`src/rnn_pkg.sv`:
```
`default_nettype none

package rnn_pkg;

	// signed Q16.16
	typedef logic signed [31:0] fixed_t;

	// full product of two Q16.16 values, back to fixed_t via [47:16]
	typedef logic signed [63:0] prod_t;

	typedef logic [9:0] tanh_idx_t;
	typedef logic [7:0] interp_frac_t;
	typedef logic [15:0] wr_addr_t;

	// write port memory select
	typedef logic [1:0] mem_sel_t;

	localparam mem_sel_t MEM_WEIGHT  = 2'd0;
	localparam mem_sel_t MEM_BIAS    = 2'd1;
	localparam mem_sel_t MEM_FEATURE = 2'd2;
	localparam mem_sel_t MEM_TANH    = 2'd3;

	// activation choice
	typedef logic act_sel_t;

	localparam act_sel_t ACT_TANH    = 1'b0;
	localparam act_sel_t ACT_SIGMOID = 1'b1;

	typedef enum logic [1:0] {
		IDLE,
		BIAS,
		MAC,
		DRAIN
	} seq_state_t;

	localparam fixed_t FX_ONE       = 32'sh0001_0000;
	localparam fixed_t FX_HALF      = 32'sh0000_8000;
	localparam fixed_t FX_MINUS_ONE = 32'shFFFF_0000;

	// accumulator scale of 1/256
	localparam fixed_t WEIGHT_SHIFT = 32'sd8;

	// entry k holds tanh(k/256)
	localparam int TANH_ENTRIES = 1024;

	// magnitude at or above 4.0 saturates
	localparam int TANH_SAT_BIT = 18;

endpackage

`default_nettype wire
```
`src/coef_rd_if.sv`:
```
`timescale 1ns/1ps
`default_nettype none

interface coef_rd_if #(
	parameter int N_INPUTS  = 42,
	parameter int N_NEURONS = 24
);

	localparam int W_AW = $clog2(N_INPUTS * N_NEURONS);
	localparam int B_AW = $clog2(N_NEURONS);
	localparam int F_AW = $clog2(N_INPUTS);

	// read data lands one cycle after the address
	logic [W_AW-1:0] w_addr;
	rnn_pkg::fixed_t w_data;
	logic [B_AW-1:0] b_addr;
	rnn_pkg::fixed_t b_data;
	logic [F_AW-1:0] f_addr;
	rnn_pkg::fixed_t f_data;

	modport seq (
		output w_addr, b_addr, f_addr,
		input  w_data, b_data, f_data
	);

	modport store (
		input  w_addr, b_addr, f_addr,
		output w_data, b_data, f_data
	);

endinterface

`default_nettype wire

```
`src/dense_sequencer.sv`:
```
`timescale 1ns/1ps
`default_nettype none

module dense_sequencer #(
	parameter int N_INPUTS  = 42,
	parameter int N_NEURONS = 24
) (
	input  wire logic               clk,
	input  wire logic               rst,
	input  wire logic               start_i,
	input  wire rnn_pkg::act_sel_t  act_sel_i,
	coef_rd_if.seq                  rd,
	output logic                    busy_o,
	output logic                    acc_valid_o,
	output rnn_pkg::fixed_t         acc_o,
	output logic [7:0]              idx_o,
	output logic                    last_o,
	output rnn_pkg::act_sel_t       act_sel_o
);

	localparam int W_AW = $clog2(N_INPUTS * N_NEURONS);
	localparam int B_AW = $clog2(N_NEURONS);
	localparam int F_AW = $clog2(N_INPUTS);

	// last accumulator to done: 3 pipeline stages plus the done register
	localparam int DRAIN_CYCLES = 4;

	rnn_pkg::seq_state_t state;
	logic [B_AW-1:0]     neuron;
	logic [F_AW-1:0]     in_cnt;
	logic [1:0]          drain_cnt;
	logic [W_AW-1:0]     w_ptr;
	logic [F_AW-1:0]     f_ptr;
	logic [B_AW-1:0]     b_ptr;
	rnn_pkg::prod_t      prod;
	logic                last_input;
	logic                last_neuron;

	assign busy_o = (state != rnn_pkg::IDLE);

	// addresses run one cycle ahead of the data they fetch
	assign rd.w_addr = w_ptr;
	assign rd.f_addr = f_ptr;
	assign rd.b_addr = b_ptr;

	assign last_input  = (int'(in_cnt) == N_INPUTS - 1);
	assign last_neuron = (int'(neuron) == N_NEURONS - 1);

	assign prod = rd.w_data * rd.f_data;

	always_ff @(posedge clk) begin
		if (rst) begin
			state       <= rnn_pkg::IDLE;
			neuron      <= '0;
			in_cnt      <= '0;
			drain_cnt   <= '0;
			w_ptr       <= '0;
			f_ptr       <= '0;
			b_ptr       <= '0;
			acc_valid_o <= 1'b0;
			last_o      <= 1'b0;
			act_sel_o   <= rnn_pkg::ACT_TANH;
		end else begin
			acc_valid_o <= 1'b0;
			last_o      <= 1'b0;
			case (state)
				rnn_pkg::IDLE: begin
					w_ptr <= '0;
					f_ptr <= '0;
					b_ptr <= '0;
					if (start_i) begin
						state     <= rnn_pkg::BIAS;
						neuron    <= '0;
						act_sel_o <= act_sel_i;
					end
				end
				rnn_pkg::BIAS: begin
					state  <= rnn_pkg::MAC;
					in_cnt <= '0;
					w_ptr  <= w_ptr + W_AW'(N_NEURONS);
					f_ptr  <= f_ptr + 1'b1;
					// next neuron's bias is fetched during the last MAC
					b_ptr  <= b_ptr + 1'b1;
				end
				rnn_pkg::MAC: begin
					if (last_input) begin
						acc_valid_o <= 1'b1;
						last_o      <= last_neuron;
						w_ptr       <= W_AW'(neuron) + 1'b1;
						f_ptr       <= '0;
						if (last_neuron) begin
							state     <= rnn_pkg::DRAIN;
							drain_cnt <= '0;
						end else begin
							state  <= rnn_pkg::BIAS;
							neuron <= neuron + 1'b1;
						end
					end else begin
						in_cnt <= in_cnt + 1'b1;
						w_ptr  <= w_ptr + W_AW'(N_NEURONS);
						f_ptr  <= f_ptr + 1'b1;
					end
				end
				rnn_pkg::DRAIN: begin
					// park the pointers for the next run
					w_ptr <= '0;
					f_ptr <= '0;
					b_ptr <= '0;
					if (drain_cnt == 2'(DRAIN_CYCLES - 1)) begin
						state <= rnn_pkg::IDLE;
					end else begin
						drain_cnt <= drain_cnt + 1'b1;
					end
				end
				default: begin
					state <= rnn_pkg::IDLE;
				end
			endcase
		end
	end

	// accumulator, wraps in 32 bits
	always_ff @(posedge clk) begin
		if (state == rnn_pkg::BIAS) begin
			acc_o <= rd.b_data;
		end else if (state == rnn_pkg::MAC) begin
			acc_o <= acc_o + prod[47:16];
			if (last_input) begin
				idx_o <= 8'(neuron);
			end
		end
	end

endmodule

`default_nettype wire

```
`src/flat_wrapper.sv`:
```
// flat-port wrapper written by rule: the top's interface ports become plain ports
module dense_sequencer_flat 
#(
	parameter int N_INPUTS  = 42,
	parameter int N_NEURONS = 24
)
  (clk, rst, start_i, act_sel_i, busy_o, acc_valid_o, acc_o, idx_o, last_o, act_sel_o, rd_w_addr, rd_b_addr, rd_f_addr, rd_w_data, rd_b_data, rd_f_data);
  coef_rd_if #(.N_INPUTS(N_INPUTS), .N_NEURONS(N_NEURONS)) rd_i ();
  input  wire logic clk;
  input  wire logic rst;
  input  wire logic start_i;
  input  wire rnn_pkg::act_sel_t act_sel_i;
  output logic busy_o;
  output logic acc_valid_o;
  output rnn_pkg::fixed_t acc_o;
  output logic [7:0] idx_o;
  output logic last_o;
  output rnn_pkg::act_sel_t act_sel_o;
  output wire logic [$bits(rd_i.w_addr)-1:0] rd_w_addr;
  output wire logic [$bits(rd_i.b_addr)-1:0] rd_b_addr;
  output wire logic [$bits(rd_i.f_addr)-1:0] rd_f_addr;
  input wire logic [$bits(rd_i.w_data)-1:0] rd_w_data;
  input wire logic [$bits(rd_i.b_data)-1:0] rd_b_data;
  input wire logic [$bits(rd_i.f_data)-1:0] rd_f_data;
  assign rd_w_addr = rd_i.w_addr;
  assign rd_b_addr = rd_i.b_addr;
  assign rd_f_addr = rd_i.f_addr;
  assign rd_i.w_data = rd_w_data;
  assign rd_i.b_data = rd_b_data;
  assign rd_i.f_data = rd_f_data;
  dense_sequencer #(.N_INPUTS(N_INPUTS), .N_NEURONS(N_NEURONS)) u_core (.clk(clk), .rst(rst), .start_i(start_i), .act_sel_i(act_sel_i), .rd(rd_i), .busy_o(busy_o), .acc_valid_o(acc_valid_o), .acc_o(acc_o), .idx_o(idx_o), .last_o(last_o), .act_sel_o(act_sel_o));
endmodule
```
`config.mk`:
```
export PLATFORM = sky130hd
export DESIGN_NAME = dense_sequencer_flat
export DESIGN_NICKNAME = d
export VERILOG_FILES = /design/src/rnn_pkg.sv /design/src/coef_rd_if.sv /design/src/dense_sequencer.sv /design/src/flat_wrapper.sv
export SDC_FILE = /design/constraint.sdc
export NUM_CORES = 2
export LEC_CHECK = 0
export BUFFER_PORTS_ARGS = -buffer_cell sky130_fd_sc_hd__buf_2
export CAP_MARGIN = 20
export CORE_AREA = 10 10 270 272
export CTS_BUF_LIST = sky130_fd_sc_hd__clkbuf_4
export DETAILED_ROUTE_END_ITERATION = 7
export DIE_AREA = 0 0 280 282
export PLACE_DENSITY = 0.69
export SLEW_MARGIN = 20
export SYNTH_ARGS = -nofsm -noshare
export SYNTH_HDL_FRONTEND = slang
export SYNTH_SLANG_ARGS = --single-unit
```
`constraint.sdc`:
```
create_clock -name clk -period 14.88 [get_ports clk]
set_clock_uncertainty 0.2 [all_clocks]
set_input_delay 2.232 -clock clk [delete_from_list [all_inputs] [get_ports clk]]
set_output_delay 2.232 -clock clk [all_outputs]
set_load 0.01 [all_outputs]
```
**After elaboration in Yosys (flattened, before gate mapping)**

Index checks and enable logic that the tools add are counted.

- Register bits after elaboration: 76
- Logic and storage cells: 75
- Input port bits: 100
- Output and inout bits: 65

- Equality and inequality tests: 13
- Reduce and logical (&&, ||, !) cells: 15
- Bitwise logic cells: 3
- $mul: 1
- Mux-type cells: 23
- $add $sub $neg: 8

Operators by type and width:

| operator | count |
|---|---|
| $mux W32 | 2 |
| $mul A32 B32 Y48 | 1 |
| $add A32 B32 Y32 | 1 |
| $pmux W10 S3 | 1 |
| $pmux W5 S2 | 2 |
| $pmux W6 S3 | 1 |
| $mux W5 | 3 |
| $mux W2 | 7 |
| $add A6 B1 Y6 const B | 2 |
| $mux W6 | 2 |
| $pmux W6 S2 | 1 |
| $add A10 B5 Y10 const B | 1 |
| $add A5 B1 Y5 const B | 2 |
| $mux W10 | 1 |
| $reduce_bool A2 Y1 | 5 |
| $ne A2 B2 Y1 const B | 4 |
| $pmux W2 S4 | 1 |
| $reduce_and A4 Y1 | 2 |
| $add A5 B1 Y6 const B | 1 |
| $eq A2 B2 Y1 const B | 3 |
| $eq A6 B6 Y1 const B | 1 |
| $ne A2 B1 Y1 const B | 3 |
| $reduce_and A3 Y1 | 2 |
| $eq A5 B5 Y1 const B | 1 |
| other kinds (9) | 13 |

**Longest topological paths before layout**

- Word-level depth: 4
- Mapped depth: 37
- Depth with buffers taken out: 36

**Least setup slack after synthesis**

Ideal clock, no wire load.

- Path type: input to register
- From: input port rd_w_data[18]
- To: register u_core.acc_o[28] (data pin)
- Required time: 14.414 ns
- Buffers on the path: 2
- Cell stages on the path: 33
- Library setup time: 0.266 ns
- Path slack: 3.636 ns
- Data arrival time: 10.778 ns
- Cells stage by stage: clkbuf_1 -> clkbuf_1 -> nand2_1 -> fa_1 -> fa_1 -> fa_1 -> fa_1 -> inv_1 -> fa_1 -> fa_1 -> fa_1 -> fa_1 -> ha_1 -> and4_4 -> and2_4 -> a221oi_2 -> o211ai_2 -> a31o_4 -> a21oi_4 -> o21ai_0 -> a21oi_1 -> xnor2_1 -> ha_1 -> and2_1 -> and3_1 -> a221o_1 -> a31oi_1 -> o311a_1 -> nor3_1 -> or3_1 -> a21oi_1 -> xor2_1 -> o21ai_1

- Word-level cells in the longest chain between the ends: 4

RTL lines:

| element | line | RTL |
|---|---|---|
| start, declared | flat_wrapper.sv:22 | `input wire logic [$bits(rd_i.w_data)-1:0] rd_w_data;` |
| $mul A32 B32 Y48 | dense_sequencer.sv:49 | `assign prod = rd.w_data * rd.f_data;` |
| $add A32 B32 Y32 | dense_sequencer.sv:127 | `acc_o <= acc_o + prod[47:16];` |
| $mux W32 | dense_sequencer.sv:126 | `end else if (state == rnn_pkg::MAC) begin` |
| $mux W32 | dense_sequencer.sv:124 | `if (state == rnn_pkg::BIAS) begin` |
| end signal, assigned | dense_sequencer.sv:125 | `acc_o <= rd.b_data;` |
| end signal, assigned | dense_sequencer.sv:127 |  |
| end, declared | dense_sequencer.sv:15 | `output rnn_pkg::fixed_t acc_o,` |

Every way passes these cells. The select of a mux whose other input is x is not followed.
A chain may end at the register's enable or synchronous reset.

**Worst setup path after layout**

- From: input port rd_f_data[8]
- To: register u_core.acc_o[28] (data pin)

- Word-level cells in the longest chain between the ends: 4

RTL lines:

| element | line | RTL |
|---|---|---|
| start, declared | flat_wrapper.sv:24 | `input wire logic [$bits(rd_i.f_data)-1:0] rd_f_data;` |
| $mul A32 B32 Y48 | dense_sequencer.sv:49 |  |
| $add A32 B32 Y32 | dense_sequencer.sv:127 |  |
| $mux W32 | dense_sequencer.sv:126 |  |
| $mux W32 | dense_sequencer.sv:124 |  |

Every way passes these cells. The select of a mux whose other input is x is not followed.

==> results_dict.tcl <==
set metrics [dict create \
    status "completed" \
    synth_edf_count 37 \
    nNetsFinal 4730 \
    cts_buffer_depth 2 \
    crit_slowest_cell "buf_2" \
    cts_buffers 9 \
    io_buffer_count 161 \
    cts_hold_buf 0 \
    hp-class "reg -> reg" \
    synthDistinctLibCells 74 \
    syn_avg_cell_area_um2 9.316 \
    num_rows 96 \
    clockRootBuffer "clkbuf_4" \
    hold_viol 0 \
    rr_worst_depth 12 \
    fin_crit_sh_pct 78.44 \
    cts.sinks 76 \
    cts_tree "done" \
    fp.coreArea_mm2 0.06775 \
    crit_type "in -> reg" \
    syn_inst 3581 \
    path_clk_slew_ps 140 \
    arrival_ps 11660 \
    postCtsSetupRepairBufs 0 \
    post-synth-top-area-fraction_pct 50.35 \
    ys_seq_area_share_pct 5.671 \
    synth_compound_gate_area_share_pct 4.313 \
    antenna_found_initial 7 \
    ys_seq_elements 76 \
    grt_usage_pct 22.96 \
    routed_wirelength_um 85850 \
    relSlewSlack_pct 46.22 \
    synthXorXnorAreaFrac_pct 3.034 \
    ys.flop_type "dfxtp_1" \
    finalSetupViolations 0 \
    rsz0062_at_grt "no" \
    drv_slew 0 \
    async_reset_ff_share_pct 0 \
    start_util_pct 49.24 \
    io_pins 165 \
    first_pass_iters 5 \
    yosys-top-cells-area "fa_1 (50%), and2_1 (9.5%), inv_1 (9.1%)" \
    synthAdderAreaFrac_pct 58.26 \
    hpwl_um 70050 \
    worst_skew_pair.late_latency_ps 430 \
    drive_gt1_share_pct 5.746 \
    remaining_drc_errors 0 \
    required_ps 14870 \
    yosys.area.top_type "fa_1" \
    finalSetupTns_ps 0 \
    vias 23560 \
    synth_top_family_by_area "adder cells" \
    critical_path.most_common_cell "fa_1" \
    synth_area_mm2 0.03336 \
    routedWlPerCell_um 19.20 \
    holdPathStages 2 \
    first_global_vias 26330 \
    die_h_um 282 \
    synth.area.mux_share_pct 0.1613 \
    initialDrtViolationCount 1256 \
    postRouteAntennaNets 0 \
    grt_overflow 0 \
    clock.fmax_ghz 0.08568 \
    htree_levels 3 \
    end_kind "register" \
    max_stage_delay_ps 580 \
    start_kind "input port" \
    maxCapViolCount 0 \
    die_area_mm2 0.07896 \
    path_max_fanout 32 \
    ys_warn_count 0 \
    synthToLayoutAreaGrowth_pct 4.335 \
    grt_pass1_wl_um 142800 \
    die_w_um 280 \
    synthSimpleGateAreaFrac_pct 17.38 \
    place_congestion 0.8968 \
    grt_max_degree 40 \
    tightestPinTransition_ps 806.7 \
    via_per_inst 5.270 \
    final.min_clock_period_ps 11670 \
    cts_resized 0 \
]
[synth_stat cells (all sizes together), types with 19 or more instances]
| cell type | number |
|---|---|
| and2 | 508 |
| dfxtp | 39 |
| nand3 | 19 |
| a21oi | 55 |
| o21ai | 61 |
| nand2 | 448 |
| nor2 | 62 |
| inv | 806 |
| a21o | 24 |
| ha | 211 |
| edfxtp | 37 |
| clkbuf | 172 |
| xor2 | 40 |
| fa | 839 |
| xnor2 | 73 |
[area by class of cell]
type | instances | area, µm²
diodes | 3 | 7.507
fillers | 6321 | 32940
inverters | 806 | 3025
clock buffers | 9 | 67.56
flip-flops and latches | 76 | 1892
well taps | 882 | 1104
multi-input cells | 2519 | 27750
clock inverters | 7 | 98.84
repair buffers | 168 | 858.3
[per-stage QoR]
step                setup slack (ps)  hold slack, ps  utilization [%]  cell area (µm²)  cells
detailed placement              2741           251.0            51.12            34630   4451
finish                          3209           271.6            51.38            34810   4470
global route                    2715           303.6            51.37            34800   4468
CTS                             3224           272.6            51.37            34800   4467
global placement                2832           242.0            51.12            34630   4451
floorplan                       3636           257.2                -            33370   3583
[worst paths after layout]
path	slack, ps	startpoint	end
max	3210	rd_f_data[8]	u_core.acc_o[28]
max reg2reg	11110	u_core.acc_o[0]	u_core.acc_o[20]
min	270	u_core.act_sel_o	u_core.act_sel_o
min reg2reg	270	u_core.act_sel_o	u_core.act_sel_o
[worst max-delay path, delay by kind of cell]
kind	cells	cell delay, ps
adder cells (fa/ha/maj)	10	4750
AO/OA/AOI/OAI	11	2340
AND/OR/NAND/NOR	7	1370
buffers and inverters	2	640
XOR/XNOR	2	310
[registers in the layout, summed over array words and instances (netlist names)]
signal and cells:
u_core.state 2, u_core.rd.w_addr 10, u_core.rd.f_addr 6, u_core.rd.b_addr 5, u_core.drain_cnt 2, u_core.last_o 1, u_core.acc_o 32, u_core.idx_o 5
u_core.acc_valid_o 1, u_core.in_cnt 6, u_core.neuron 5, u_core.act_sel_o 1
[layer usage]
layer	up-vias	routed length, µm	GRT usage (%)
met5	-	39	0
met4	8	1660	4.754
met3	115	6615	5.055
met2	784	41600	38.70
met1	12210	35930	30.08
li1	10440	-	-
[cell families after synthesis]
kind of cell    count (synthesis)
simple gates                 1132
mux                             5
xor+xnor                      114
fa+ha+maj                    1050
compound gates                215
other cells                     1
buf+inv                       988
flops                          76
[cells in the final DEF (no fill, tap or decap), types with 5 or more instances in the layout]
cell type / instances
nand4_1: 9
xor2_1: 40
edfxtp_1: 37
nand2b_1: 16
ha_1: 210
and2_1: 507
xnor2_1: 73
and3_1: 5
buf_4: 7
a211oi_1: 6
inv_1: 806
nor2b_1: 17
nand2_1: 448
o211ai_1: 7
o21a_1: 10
buf_2: 161
or3_1: 7
nor3_1: 18
a21o_1: 24
a21oi_1: 54
nor2_1: 62
fa_1: 839
o21bai_1: 7
dfxtp_1: 39
nand3_1: 19
o21ai_0: 56
clkbuf_4: 9
Power is not shown: default switching activity piles up to over one toggle a cycle in this logic, so the estimate is an artifact.
