### src/rnn_pkg.sv
`default_nettype none

package rnn_pkg;

	// signed Q16.16
	typedef logic signed [31:0] fixed_t;

	// full product of two Q16.16 values, back to fixed_t via [47:16]
	typedef logic signed [63:0] prod_t;

	typedef logic [9:0] tanh_idx_t;
	typedef logic [7:0] interp_frac_t;
	typedef logic [15:0] wr_addr_t;

	// write port memory select
	typedef logic [1:0] mem_sel_t;

	localparam mem_sel_t MEM_WEIGHT  = 2'd0;
	localparam mem_sel_t MEM_BIAS    = 2'd1;
	localparam mem_sel_t MEM_FEATURE = 2'd2;
	localparam mem_sel_t MEM_TANH    = 2'd3;

	// activation choice
	typedef logic act_sel_t;

	localparam act_sel_t ACT_TANH    = 1'b0;
	localparam act_sel_t ACT_SIGMOID = 1'b1;

	typedef enum logic [1:0] {
		IDLE,
		BIAS,
		MAC,
		DRAIN
	} seq_state_t;

	localparam fixed_t FX_ONE       = 32'sh0001_0000;
	localparam fixed_t FX_HALF      = 32'sh0000_8000;
	localparam fixed_t FX_MINUS_ONE = 32'shFFFF_0000;

	// accumulator scale of 1/256
	localparam fixed_t WEIGHT_SHIFT = 32'sd8;

	// entry k holds tanh(k/256)
	localparam int TANH_ENTRIES = 1024;

	// magnitude at or above 4.0 saturates
	localparam int TANH_SAT_BIT = 18;

endpackage

`default_nettype wire
### src/act_unit.sv
`timescale 1ns/1ps
`default_nettype none

module act_unit (
	input  wire logic                clk,
	input  wire logic                rst,
	input  wire logic                acc_valid_i,
	input  wire rnn_pkg::fixed_t     acc_i,
	input  wire logic [7:0]          idx_i,
	input  wire logic                last_i,
	input  wire rnn_pkg::act_sel_t   act_sel_i,
	output rnn_pkg::tanh_idx_t       tbl_addr_o,
	input  wire rnn_pkg::fixed_t     tbl_lo_i,
	input  wire rnn_pkg::fixed_t     tbl_hi_i,
	output logic                     gain_valid_o,
	output rnn_pkg::fixed_t          gain_o,
	output logic [7:0]               gain_idx_o,
	output logic                     last_o
);

	localparam int FRAC_W = $bits(rnn_pkg::interp_frac_t);

	rnn_pkg::fixed_t scaled;
	rnn_pkg::fixed_t x;
	rnn_pkg::fixed_t mag;
	logic            sat;

	logic                  s1_valid, s1_last, s1_neg, s1_sat;
	logic [7:0]            s1_idx;
	rnn_pkg::act_sel_t     s1_sel;
	rnn_pkg::interp_frac_t s1_frac;

	logic                  s2_valid, s2_last, s2_neg, s2_sat;
	logic [7:0]            s2_idx;
	rnn_pkg::act_sel_t     s2_sel;
	rnn_pkg::interp_frac_t s2_frac;

	rnn_pkg::prod_t  wt_hi;
	rnn_pkg::prod_t  wt_lo;
	rnn_pkg::prod_t  interp;
	rnn_pkg::fixed_t t_mag;
	rnn_pkg::fixed_t t;
	rnn_pkg::fixed_t gain_next;

	// stage 1: scale, sigmoid halving, sign and magnitude
	always_comb begin
		scaled = acc_i >>> rnn_pkg::WEIGHT_SHIFT;
		x      = (act_sel_i == rnn_pkg::ACT_SIGMOID) ? (scaled >>> 1) : scaled;
		mag    = x[31] ? -x : x;
		sat    = |mag[31:rnn_pkg::TANH_SAT_BIT];
	end

	always_ff @(posedge clk) begin
		tbl_addr_o <= mag[rnn_pkg::TANH_SAT_BIT-1:FRAC_W];
		s1_frac    <= mag[FRAC_W-1:0];
		s1_neg     <= x[31];
		s1_sat     <= sat;
		s1_idx     <= idx_i;
		s1_last    <= last_i;
		s1_sel     <= act_sel_i;
	end

	// stage 2: table read in flight in the store
	always_ff @(posedge clk) begin
		s2_frac <= s1_frac;
		s2_neg  <= s1_neg;
		s2_sat  <= s1_sat;
		s2_idx  <= s1_idx;
		s2_last <= s1_last;
		s2_sel  <= s1_sel;
	end

	// stage 3: each entry weighted by its distance from the other
	always_comb begin
		wt_hi  = rnn_pkg::prod_t'(s2_frac);
		wt_lo  = rnn_pkg::prod_t'(1 << FRAC_W) - wt_hi;
		interp = rnn_pkg::prod_t'(tbl_lo_i) * wt_lo + rnn_pkg::prod_t'(tbl_hi_i) * wt_hi;
		t_mag  = s2_sat ? rnn_pkg::FX_ONE : rnn_pkg::fixed_t'(interp >>> FRAC_W);
		t      = s2_neg ? -t_mag : t_mag;
		if (s2_sel == rnn_pkg::ACT_SIGMOID) begin
			gain_next = (t >>> 1) + rnn_pkg::FX_HALF;
		end else begin
			gain_next = t;
		end
	end

	always_ff @(posedge clk) begin
		gain_o     <= gain_next;
		gain_idx_o <= s2_idx;
	end

	// valid and last markers
	always_ff @(posedge clk) begin
		if (rst) begin
			s1_valid     <= 1'b0;
			s2_valid     <= 1'b0;
			gain_valid_o <= 1'b0;
			last_o       <= 1'b0;
		end else begin
			s1_valid     <= acc_valid_i;
			s2_valid     <= s1_valid;
			gain_valid_o <= s2_valid;
			last_o       <= s2_valid & s2_last;
		end
	end

endmodule

`default_nettype wire

### config.mk
export PLATFORM = sky130hd
export DESIGN_NAME = act_unit
export DESIGN_NICKNAME = d
export VERILOG_FILES = /design/src/rnn_pkg.sv /design/src/act_unit.sv
export SDC_FILE = /design/constraint.sdc
export NUM_CORES = 1
export LEC_CHECK = 0
export ABC_AREA = 1
export BUFFER_PORTS_ARGS = -buffer_cell sky130_fd_sc_hd__buf_2
export CAP_MARGIN = 10
export CORE_MARGIN = 3
export CORE_UTILIZATION = 64
export CTS_CLUSTER_DIAMETER = 40
export DETAILED_ROUTE_END_ITERATION = 10
export GPL_TIMING_DRIVEN = 0
export PLACE_DENSITY = 0.92
export SYNTH_ARGS = -nofsm -noshare
export SYNTH_HDL_FRONTEND = slang
export SYNTH_SLANG_ARGS = --single-unit
### constraint.sdc
create_clock -name clk -period 11 [get_ports clk]
set_input_delay 1.1 -clock clk [delete_from_list [all_inputs] [get_ports clk]]
set_output_delay 1.1 -clock clk [all_outputs]
set_load 0.02 [all_outputs]
Yosys cells after proc, flatten, opt, wreduce, memory -nomap -nowiden

Cells that the tools add are included.

Muxes and demuxes: 5
Bitwise operators: 1
Add/sub/neg operators: 5
Multiply operators: 2
Reduce and logical (&&, ||, !) cells: 1

Operators with widths:

| cell                                                                | number |
|---|---|
| 32-bit two-way mux                                                  | 4 |
| 40-bit adder                                                        | 1 |
| 32-bit by 10-bit multiplier with 40-bit output                      | 1 |
| 32-bit by 9-bit multiplier with 40-bit output                       | 1 |
| 31-bit by 17-bit adder with 32-bit output (second input constant)   | 1 |
| 24-bit negator with 32-bit output                                   | 1 |
| 32-bit negator                                                      | 1 |
| 23-bit two-way mux                                                  | 1 |
| 14-bit OR reduction                                                 | 1 |
| 9-bit by 8-bit subtractor with 10-bit output (first input constant) | 1 |
| 1-bit bitwise AND                                                   | 1 |

Flip-flop bits (word level): 94
Word-level logic and storage cells: 33
Input bits: 109
Output and inout bits: 52

Longest topological paths before layout

Gate-level depths: netlist of the first run.

Depth in word-level cells: 8
Depth in mapped cells: 53
Gate-level depth less buffers: 51

Worst setup path after synthesis of the first run

OpenSTA, ideal clock, no wires.

Path type: register to register
Start: register s2_frac[0]
End: register gain_o[31]
Setup slack: 3233 ps
Buffers on the path: 3
Period minus slack after synthesis: 7767 ps
Arrival time: 7641 ps
Setup time: 125 ps
Cell stages (with the launch flop): 48
Data required time: 10875 ps
Path through: dfxtp_1 -> buf_2 -> buf_1 -> inv_1 -> ha_1 -> inv_1 -> nor2_1 -> inv_1 -> nor2_1 -> inv_1 -> or2_2 -> nand2_1 -> clkbuf_1 -> nor2_1 -> fa_1 -> inv_1 -> fa_1 -> fa_1 -> (+12 left out) -> nand3_1 -> or2_1 -> nand3_1 -> nand2_1 -> nor2_4 -> nand3_4 -> nor2_4 -> nand2_1 -> nand2_1 -> nand2_1 -> nand2_2 -> ha_1 -> and3_1 -> nand2_1 -> nor2_2 -> nand3_1 -> nor2_1 -> nor2_1

Cells in the longest elaborated chain, start to end: 8
Elaborated cells between the ends (all ways): 9
Those cells by class: add/sub (4); mul (2); mux (3)

Ends and longest elaborated chain:

| what                                           | line           | RTL |
|---|---|---|
| start: declaration                             | act_unit.sv:36 | `rnn_pkg::interp_frac_t s2_frac;` |
| start signal: assignment                       | act_unit.sv:65 | `s2_frac <= s1_frac;` |
| 9-bit by 8-bit subtractor with 10-bit output   | act_unit.sv:76 | `wt_lo = rnn_pkg::prod_t'(1 << FRAC_W) - wt_hi;` |
| 32-bit by 10-bit multiplier with 40-bit output | act_unit.sv:77 | `interp = rnn_pkg::prod_t'(tbl_lo_i) * wt_lo + rnn_pkg::prod_t'(tbl_hi_i) * wt_hi;` |
| 40-bit adder *                                 | act_unit.sv:77 |  |
| 32-bit two-way mux *                           | act_unit.sv:78 | `t_mag = s2_sat ? rnn_pkg::FX_ONE : rnn_pkg::fixed_t'(interp >>> FRAC_W);` |
| 32-bit negator                                 | act_unit.sv:79 | `t = s2_neg ? -t_mag : t_mag;` |
| 32-bit two-way mux *                           | act_unit.sv:79 |  |
| 31-bit by 17-bit adder with 32-bit output      | act_unit.sv:81 | `gain_next = (t >>> 1) + rnn_pkg::FX_HALF;` |
| 32-bit two-way mux *                           | act_unit.sv:80 | `if (s2_sel == rnn_pkg::ACT_SIGMOID) begin` |
| net gain_next[31]                              | act_unit.sv:43 | `rnn_pkg::fixed_t gain_next;` |
| end signal: assignment                         | act_unit.sv:88 | `gain_o <= gain_next;` |
| end: declaration                               | act_unit.sv:16 | `output rnn_pkg::fixed_t gain_o,` |

The timed path passes the listed nets; every way through them passes the cells marked *.
A chain may end at the register's enable or synchronous reset.

Worst setup path in the final report of the first run

Start: register s2_frac[1]
End: register gain_o[30]

The elaborated chain is that of the path after synthesis.

==> results of run 1 <==
-- path summary, 6_finish.rpt --
kind / start / to / cells after the start
worst min register to register: s1_frac[3]$_DFF_P_ / s2_frac[3]$_DFF_P_ / 0
worst max-delay path: s2_frac[1]$_DFF_P_ / gain_o[30]$_DFF_P_ / 46
worst min-delay path: s1_frac[3]$_DFF_P_ / s2_frac[3]$_DFF_P_ / 0
worst max register to register: s2_frac[1]$_DFF_P_ / gain_o[30]$_DFF_P_ / 46
-- cell families (layout without fill, tap and decap cells) --
family / count (synthesis) / count (layout)
adder cells (fa/ha/maj): 629 / 629
flip-flops: 94 / 94
buffers and inverters: 1149 / 1284
other: 0 / 2
AND/OR/NAND/NOR: 1328 / 1328
XOR/XNOR: 57 / 57
AO/OA/AOI/OAI: 115 / 115
-- flip-flops by register name, indices dropped and copies added (netlist names), 8 cells and up --
signal	flops
gain_idx_o	8
gain_o	32
s1_frac	8
s1_idx	8
s2_frac	8
s2_idx	8
tbl_addr_o	10
-- metal layers --
layer	GRT usage, %	part of all wire, %	vias to the layer above
li1	-	-	9720
met1	40.95	35	10140
met2	57.65	47	1230
met3	7.473	12	344
met4	18.56	6.7	4
met5	0	0.038	-
-- through the flow --
stage               utilization, %  hold slack (ns)
finish                       69.09           0.3233
global route                 69.07           0.3259
CTS                          69.08           0.3207
detailed placement           68.32           0.3121
global placement             68.32           0.3095
floorplan                        -           0.3096
-- critical path, delay by kind of cell, from the launching register on --
kind	cells	cell delay (ns)
buf+inv	11	2.30
simple gates	27	3.41
fa+ha+maj	8	3.87
flops	1	0.82
-- cell type report --
class	instances	area, um^2
multi-input cells	2129	18310
fillers	2956	11670
inverters	1042	3911
flip-flops and latches	94	1882
well taps	511	639.4
repair buffers	120	600.6
plain buffers	106	449.2
clock buffers	12	256.5
clock inverters	4	30.03
diodes	2	5.005
-- what timing repair did --
action	4_1_cts	5_1_grt
endpoints found under the setup margin	0	2
setup buffers	0	0
hold buffers	0	0
gates resized for setup	0	0
-- placed cells by master, fill, tap and decap left out, types with 4 or more instances in the layout --
cell type  netlist  routed
o21ai_0         50      50
nand2_1        807     807
buf_1            7       7
nand2_2         22      22
clkbuf_16        0       9
nand2_4          8       8
nor3_1          14      14
or2_2            4       4
nand3b_1        15      15
nand3_2         13      13
nor2_4           6       6
ha_1           136     136
fa_1           493     493
buf_2            5     125
xnor2_1         26      26
clkbuf_1        66      66
clkbuf_2        27      27
nand3_1         86      86
nand4_1         22      22
inv_2           12      12
nor2_2          15      15
xor2_1          31      31
dfxtp_1         94      94
a21oi_1         39      39
o21bai_1         7       7
nor2_1         300     300
clkinv_1         4       4
inv_1         1026    1026
==> metrics.csv, run 1 <==
metric,value,unit
final_cells,4020,
path_class,reg -> reg,
die_area,40760,um^2
dp.final_hpwl,58430,um
cts_htree_levels,3,
synth_area_leader_cell,fa_1,
setup_tns,0,ns
ant_nets,0,
synth-compound-area-share,2.578,%
grt-ovfl-total,0,
drtPass1Iterations,10,
cp_slowest_cell,dfxtp_1,
clk_pin_slew_worst_paths,0.06,ns
yosysMostFrequentCell,inv_1,
period_needed,10.51,ns
cts_root_buffer,clkbuf_16,
clock-sinks,94,
area_delta_synth_final,6.221,%
place_congestion,1.013,
core_area,37760,um^2
post_drt_via_cell_ratio,5.334,
drt_first_iter_violations,1953,
synth-simple-area-share,22.83,%
grt_max_degree,16,
cts_max_path_buffers,2,
cts_buffers,9,
rsz0062_at_grt,no,
synth_top_family_by_area,adder cells,
hold_viol,0,
endpoint_kind,register,
crit_arrival,10.75,ns
synth_area_leaders,"fa_1, inv_1, nand2_1",
row_count,71,
setup_violations,0,
pre_cts_slack,0.6124,ns
final_max_slew_viol_count,0,
ys_seq_area_share,7.663,%
worst_path_most_repeated_cell,nand2_1,
grt_antenna_before_repair,3,
grtUsageTotal,34.14,%
max_clock_freq,95.10,MHz
syn-mean-instance-area,7.282,um^2
synth_common_cells,"inv_1, nand2_1, fa_1",
cp_slowest_stage_delay,0.82,ns
worst_pin_slew,1.118,ns
cts_tree,done,
synth_cells,3372,
fin_crit_sh,95.59,%
required,11.23,ns
wl_per_cell,16.94,um
ys_warn_count,0,
synth_adder_area_share,47.12,%
initial_core_util,65.04,%
worstSkewPairLatency,0.33,ns
slew_headroom,25.47,%
fin_skew,0.006838,ns
synthMuxAreaShare,0,%
crit_path_max_fanout,10,
route.vias.total,21440,
ios,161,
syn-cell-area,24560,um^2
dpl-instance-area,25800,um^2
syn-num-nets,4110,
io_buffers,120,
synth_top_area_share,40.19,%
layout.nets,4240,
synth-edff-count,0,
synth-xor-area-share,2.033,%
synth_cell_type_count,50,
grt_pass1_wl,110400,um
hold_class,reg -> reg,
die_h,201.9,um
start_kind,register,
reg2reg_setup_slack,0.49,ns
max-cap-violations,0,
drc,0,
worst_slack,0.4851,ns
ys.flop_type,dfxtp_1,
grt_pass1_vias,22690,
numPlacedInstances,4003,
ys_ff_latch,94,
outcome,completed,
die_w,201.9,um
synth_async_sr_flop_share,0,%
drive_gt1_share,7.328,%
final_area,26080,um^2
wirelength,68120,um
Power of run 1 is not shown: default switching activity piles up to over one toggle a cycle in this logic, so the estimate is an artifact.
==> run 2: changes to the inputs <==
--- a/config.mk
+++ b/config.mk
@@ -8,12 +8,14 @@
 export ABC_AREA = 1
 export BUFFER_PORTS_ARGS = -buffer_cell sky130_fd_sc_hd__buf_2
 export CAP_MARGIN = 10
+export CELL_PAD_IN_SITES_DETAIL_PLACEMENT = 0
+export CELL_PAD_IN_SITES_GLOBAL_PLACEMENT = 1
 export CORE_MARGIN = 3
-export CORE_UTILIZATION = 64
+export CORE_UTILIZATION = 47
 export CTS_CLUSTER_DIAMETER = 40
 export DETAILED_ROUTE_END_ITERATION = 10
 export GPL_TIMING_DRIVEN = 0
-export PLACE_DENSITY = 0.92
+export PLACE_DENSITY = 0.91
 export SYNTH_ARGS = -nofsm -noshare
 export SYNTH_HDL_FRONTEND = slang
 export SYNTH_SLANG_ARGS = --single-unit
==> run 2 against run 1 <==
Die area up 35%. Register-to-register slack better by 0.09 ns. Sequential cell count unchanged. Worst hold slack about the same. Critical path depth unchanged. First-iteration DRC count down 29%. Critical path type unchanged.
==> metrics.csv, run 2 (same netlist as run 1, synthesis figures left out) <==
metric,value,unit
outcome,completed,
final_cells,4189,
drt_first_iter_violations,1389,
worst_pin_slew,1.186,ns
layout.nets,4240,
cp_slowest_cell,dfxtp_1,
worstSkewPairLatency,0.34,ns
reg.largest.list,"gain_o x32, tbl_addr_o x10",
wl_per_cell,16.32,um
drc,0,
cts_buffers,9,
setup_violations,0,
area_delta_synth_final,7.256,%
die_h,234.6,um
numPlacedInstances,4172,
io_buffers,120,
cts_root_buffer,clkbuf_16,
ant_nets,0,
fill_cells,5240,
cts_max_path_buffers,2,
slew_headroom,20.91,%
grt_pass1_wl,109400,um
route.vias.total,20320,
grt-ovfl-total,0,
min_path_cells,0,
path_class,reg -> reg,
rsz0062_at_grt,no,
clock-sinks,94,
top_register,gain_o,
grt_pass1_vias,20860,
layout_commonest_cell,inv_1,
ios,161,
clk_pin_slew_worst_paths,0.07,ns
dp.final_hpwl,59410,um
largest_reg_flops,32,
die_area,55030,um^2
hold_viol,0,
wirelength,68370,um
r2r_cells,46,
endpoint_kind,register,
max_clock_freq,95.91,MHz
post_drt_via_cell_ratio,4.850,
core_area,51510,um^2
grt_max_degree,18,
start_kind,register,
cts_htree_levels,3,
period_needed,10.43,ns
crit_path_max_fanout,10,
die_w,234.6,um
cts_tree,done,
fin_crit_sh,94.79,%
post_cts_resized,0,
drive_gt1_share,7.357,%
grtUsageTotal,25.77,%
initial_core_util,47.67,%
drtPass1Iterations,6,
place_congestion,0.9466,
hold_class,reg -> reg,
fin_skew,0.006458,ns
crit_arrival,10.66,ns
layout_common_cells,"inv_1, nand2_1, fa_1",
required,11.24,ns
setup_tns,0,ns
cp_slowest_stage_delay,0.83,ns
max-cap-violations,0,
row_count,83,
worst_path_most_repeated_cell,nand2_1,
grt_antenna_before_repair,6,
final_max_slew_viol_count,0,
-- run 2: cell types whose count changed in the layout (fill, tap and decap cells not counted), sizes merged --
cell	before	now
bufinv	0	2
clkbuf	104	101
clkinv	6	4
clkinvlp	1	2
inv	1039	1041
-- run 2: final timing paths --
path / startpoint / to / slack, ns
worst min-delay path: s2_idx[2]$_DFF_P_ / gain_idx_o[2]$_DFF_P_ / 0.32
worst min register to register: s2_idx[2]$_DFF_P_ / gain_idx_o[2]$_DFF_P_ / 0.32
worst max register to register: s2_frac[1]$_DFF_P_ / gain_o[30]$_DFF_P_ / 0.57
worst max-delay path: s2_frac[1]$_DFF_P_ / gain_o[30]$_DFF_P_ / 0.57
-- run 2: metrics by stage --
step                hold slack (ns)  worst slack (ns)  util, %  instance area [um^2]
finish                       0.3236            0.5735    51.13                 26340
global route                 0.3323          0.003545    51.12                 26330
CTS                          0.3248            0.5224    51.13                 26340
detailed placement           0.3121            0.5654    50.49                 26010
global placement             0.3097            0.6522    50.49                 26010
floorplan                    0.3096             3.233        -                 24560
-- run 2: timing repair --
action | CTS | global route
setup buffers | 0 | 0
setup endpoints to repair | 0 | 2
hold buffers | 0 | 0
-- run 2: layout make-up --
| type | count | area (um^2) | area share [%] |
|---|---|---|---|
| multi-input cells | 2129 | 18310 | 69.52 |
| inverters | 1042 | 3911 | 14.85 |
| flip-flops and latches | 94 | 1882 | 7.145 |
| well taps | 680 | 850.8 | 3.230 |
| repair buffers | 120 | 600.6 | 2.280 |
| plain buffers | 106 | 449.2 | 1.705 |
| clock buffers | 9 | 225.2 | 0.8551 |
| clock inverters | 7 | 103.9 | 0.3943 |
| diodes | 2 | 5.005 | 0.01900 |
-- run 2: critical path, delay by kind of cell (launching register included) --
family                   cells  cell delay (ns)
AND/OR/NAND/NOR             27             3.38
adder cells (fa/ha/maj)      8             3.80
flip-flops                   1             0.83
buffers and inverters       11             2.26
-- run 2: layer usage --
metal | track usage (%) | vias up | wire length [um]
met5 | 0 | - | 55
met4 | 6.768 | 8 | 2000
li1 | - | 9725 | -
met3 | 5.542 | 117 | 5594
met2 | 44.64 | 644 | 33360
met1 | 32.78 | 9822 | 27360
Power of run 2 is left out for the same reason.
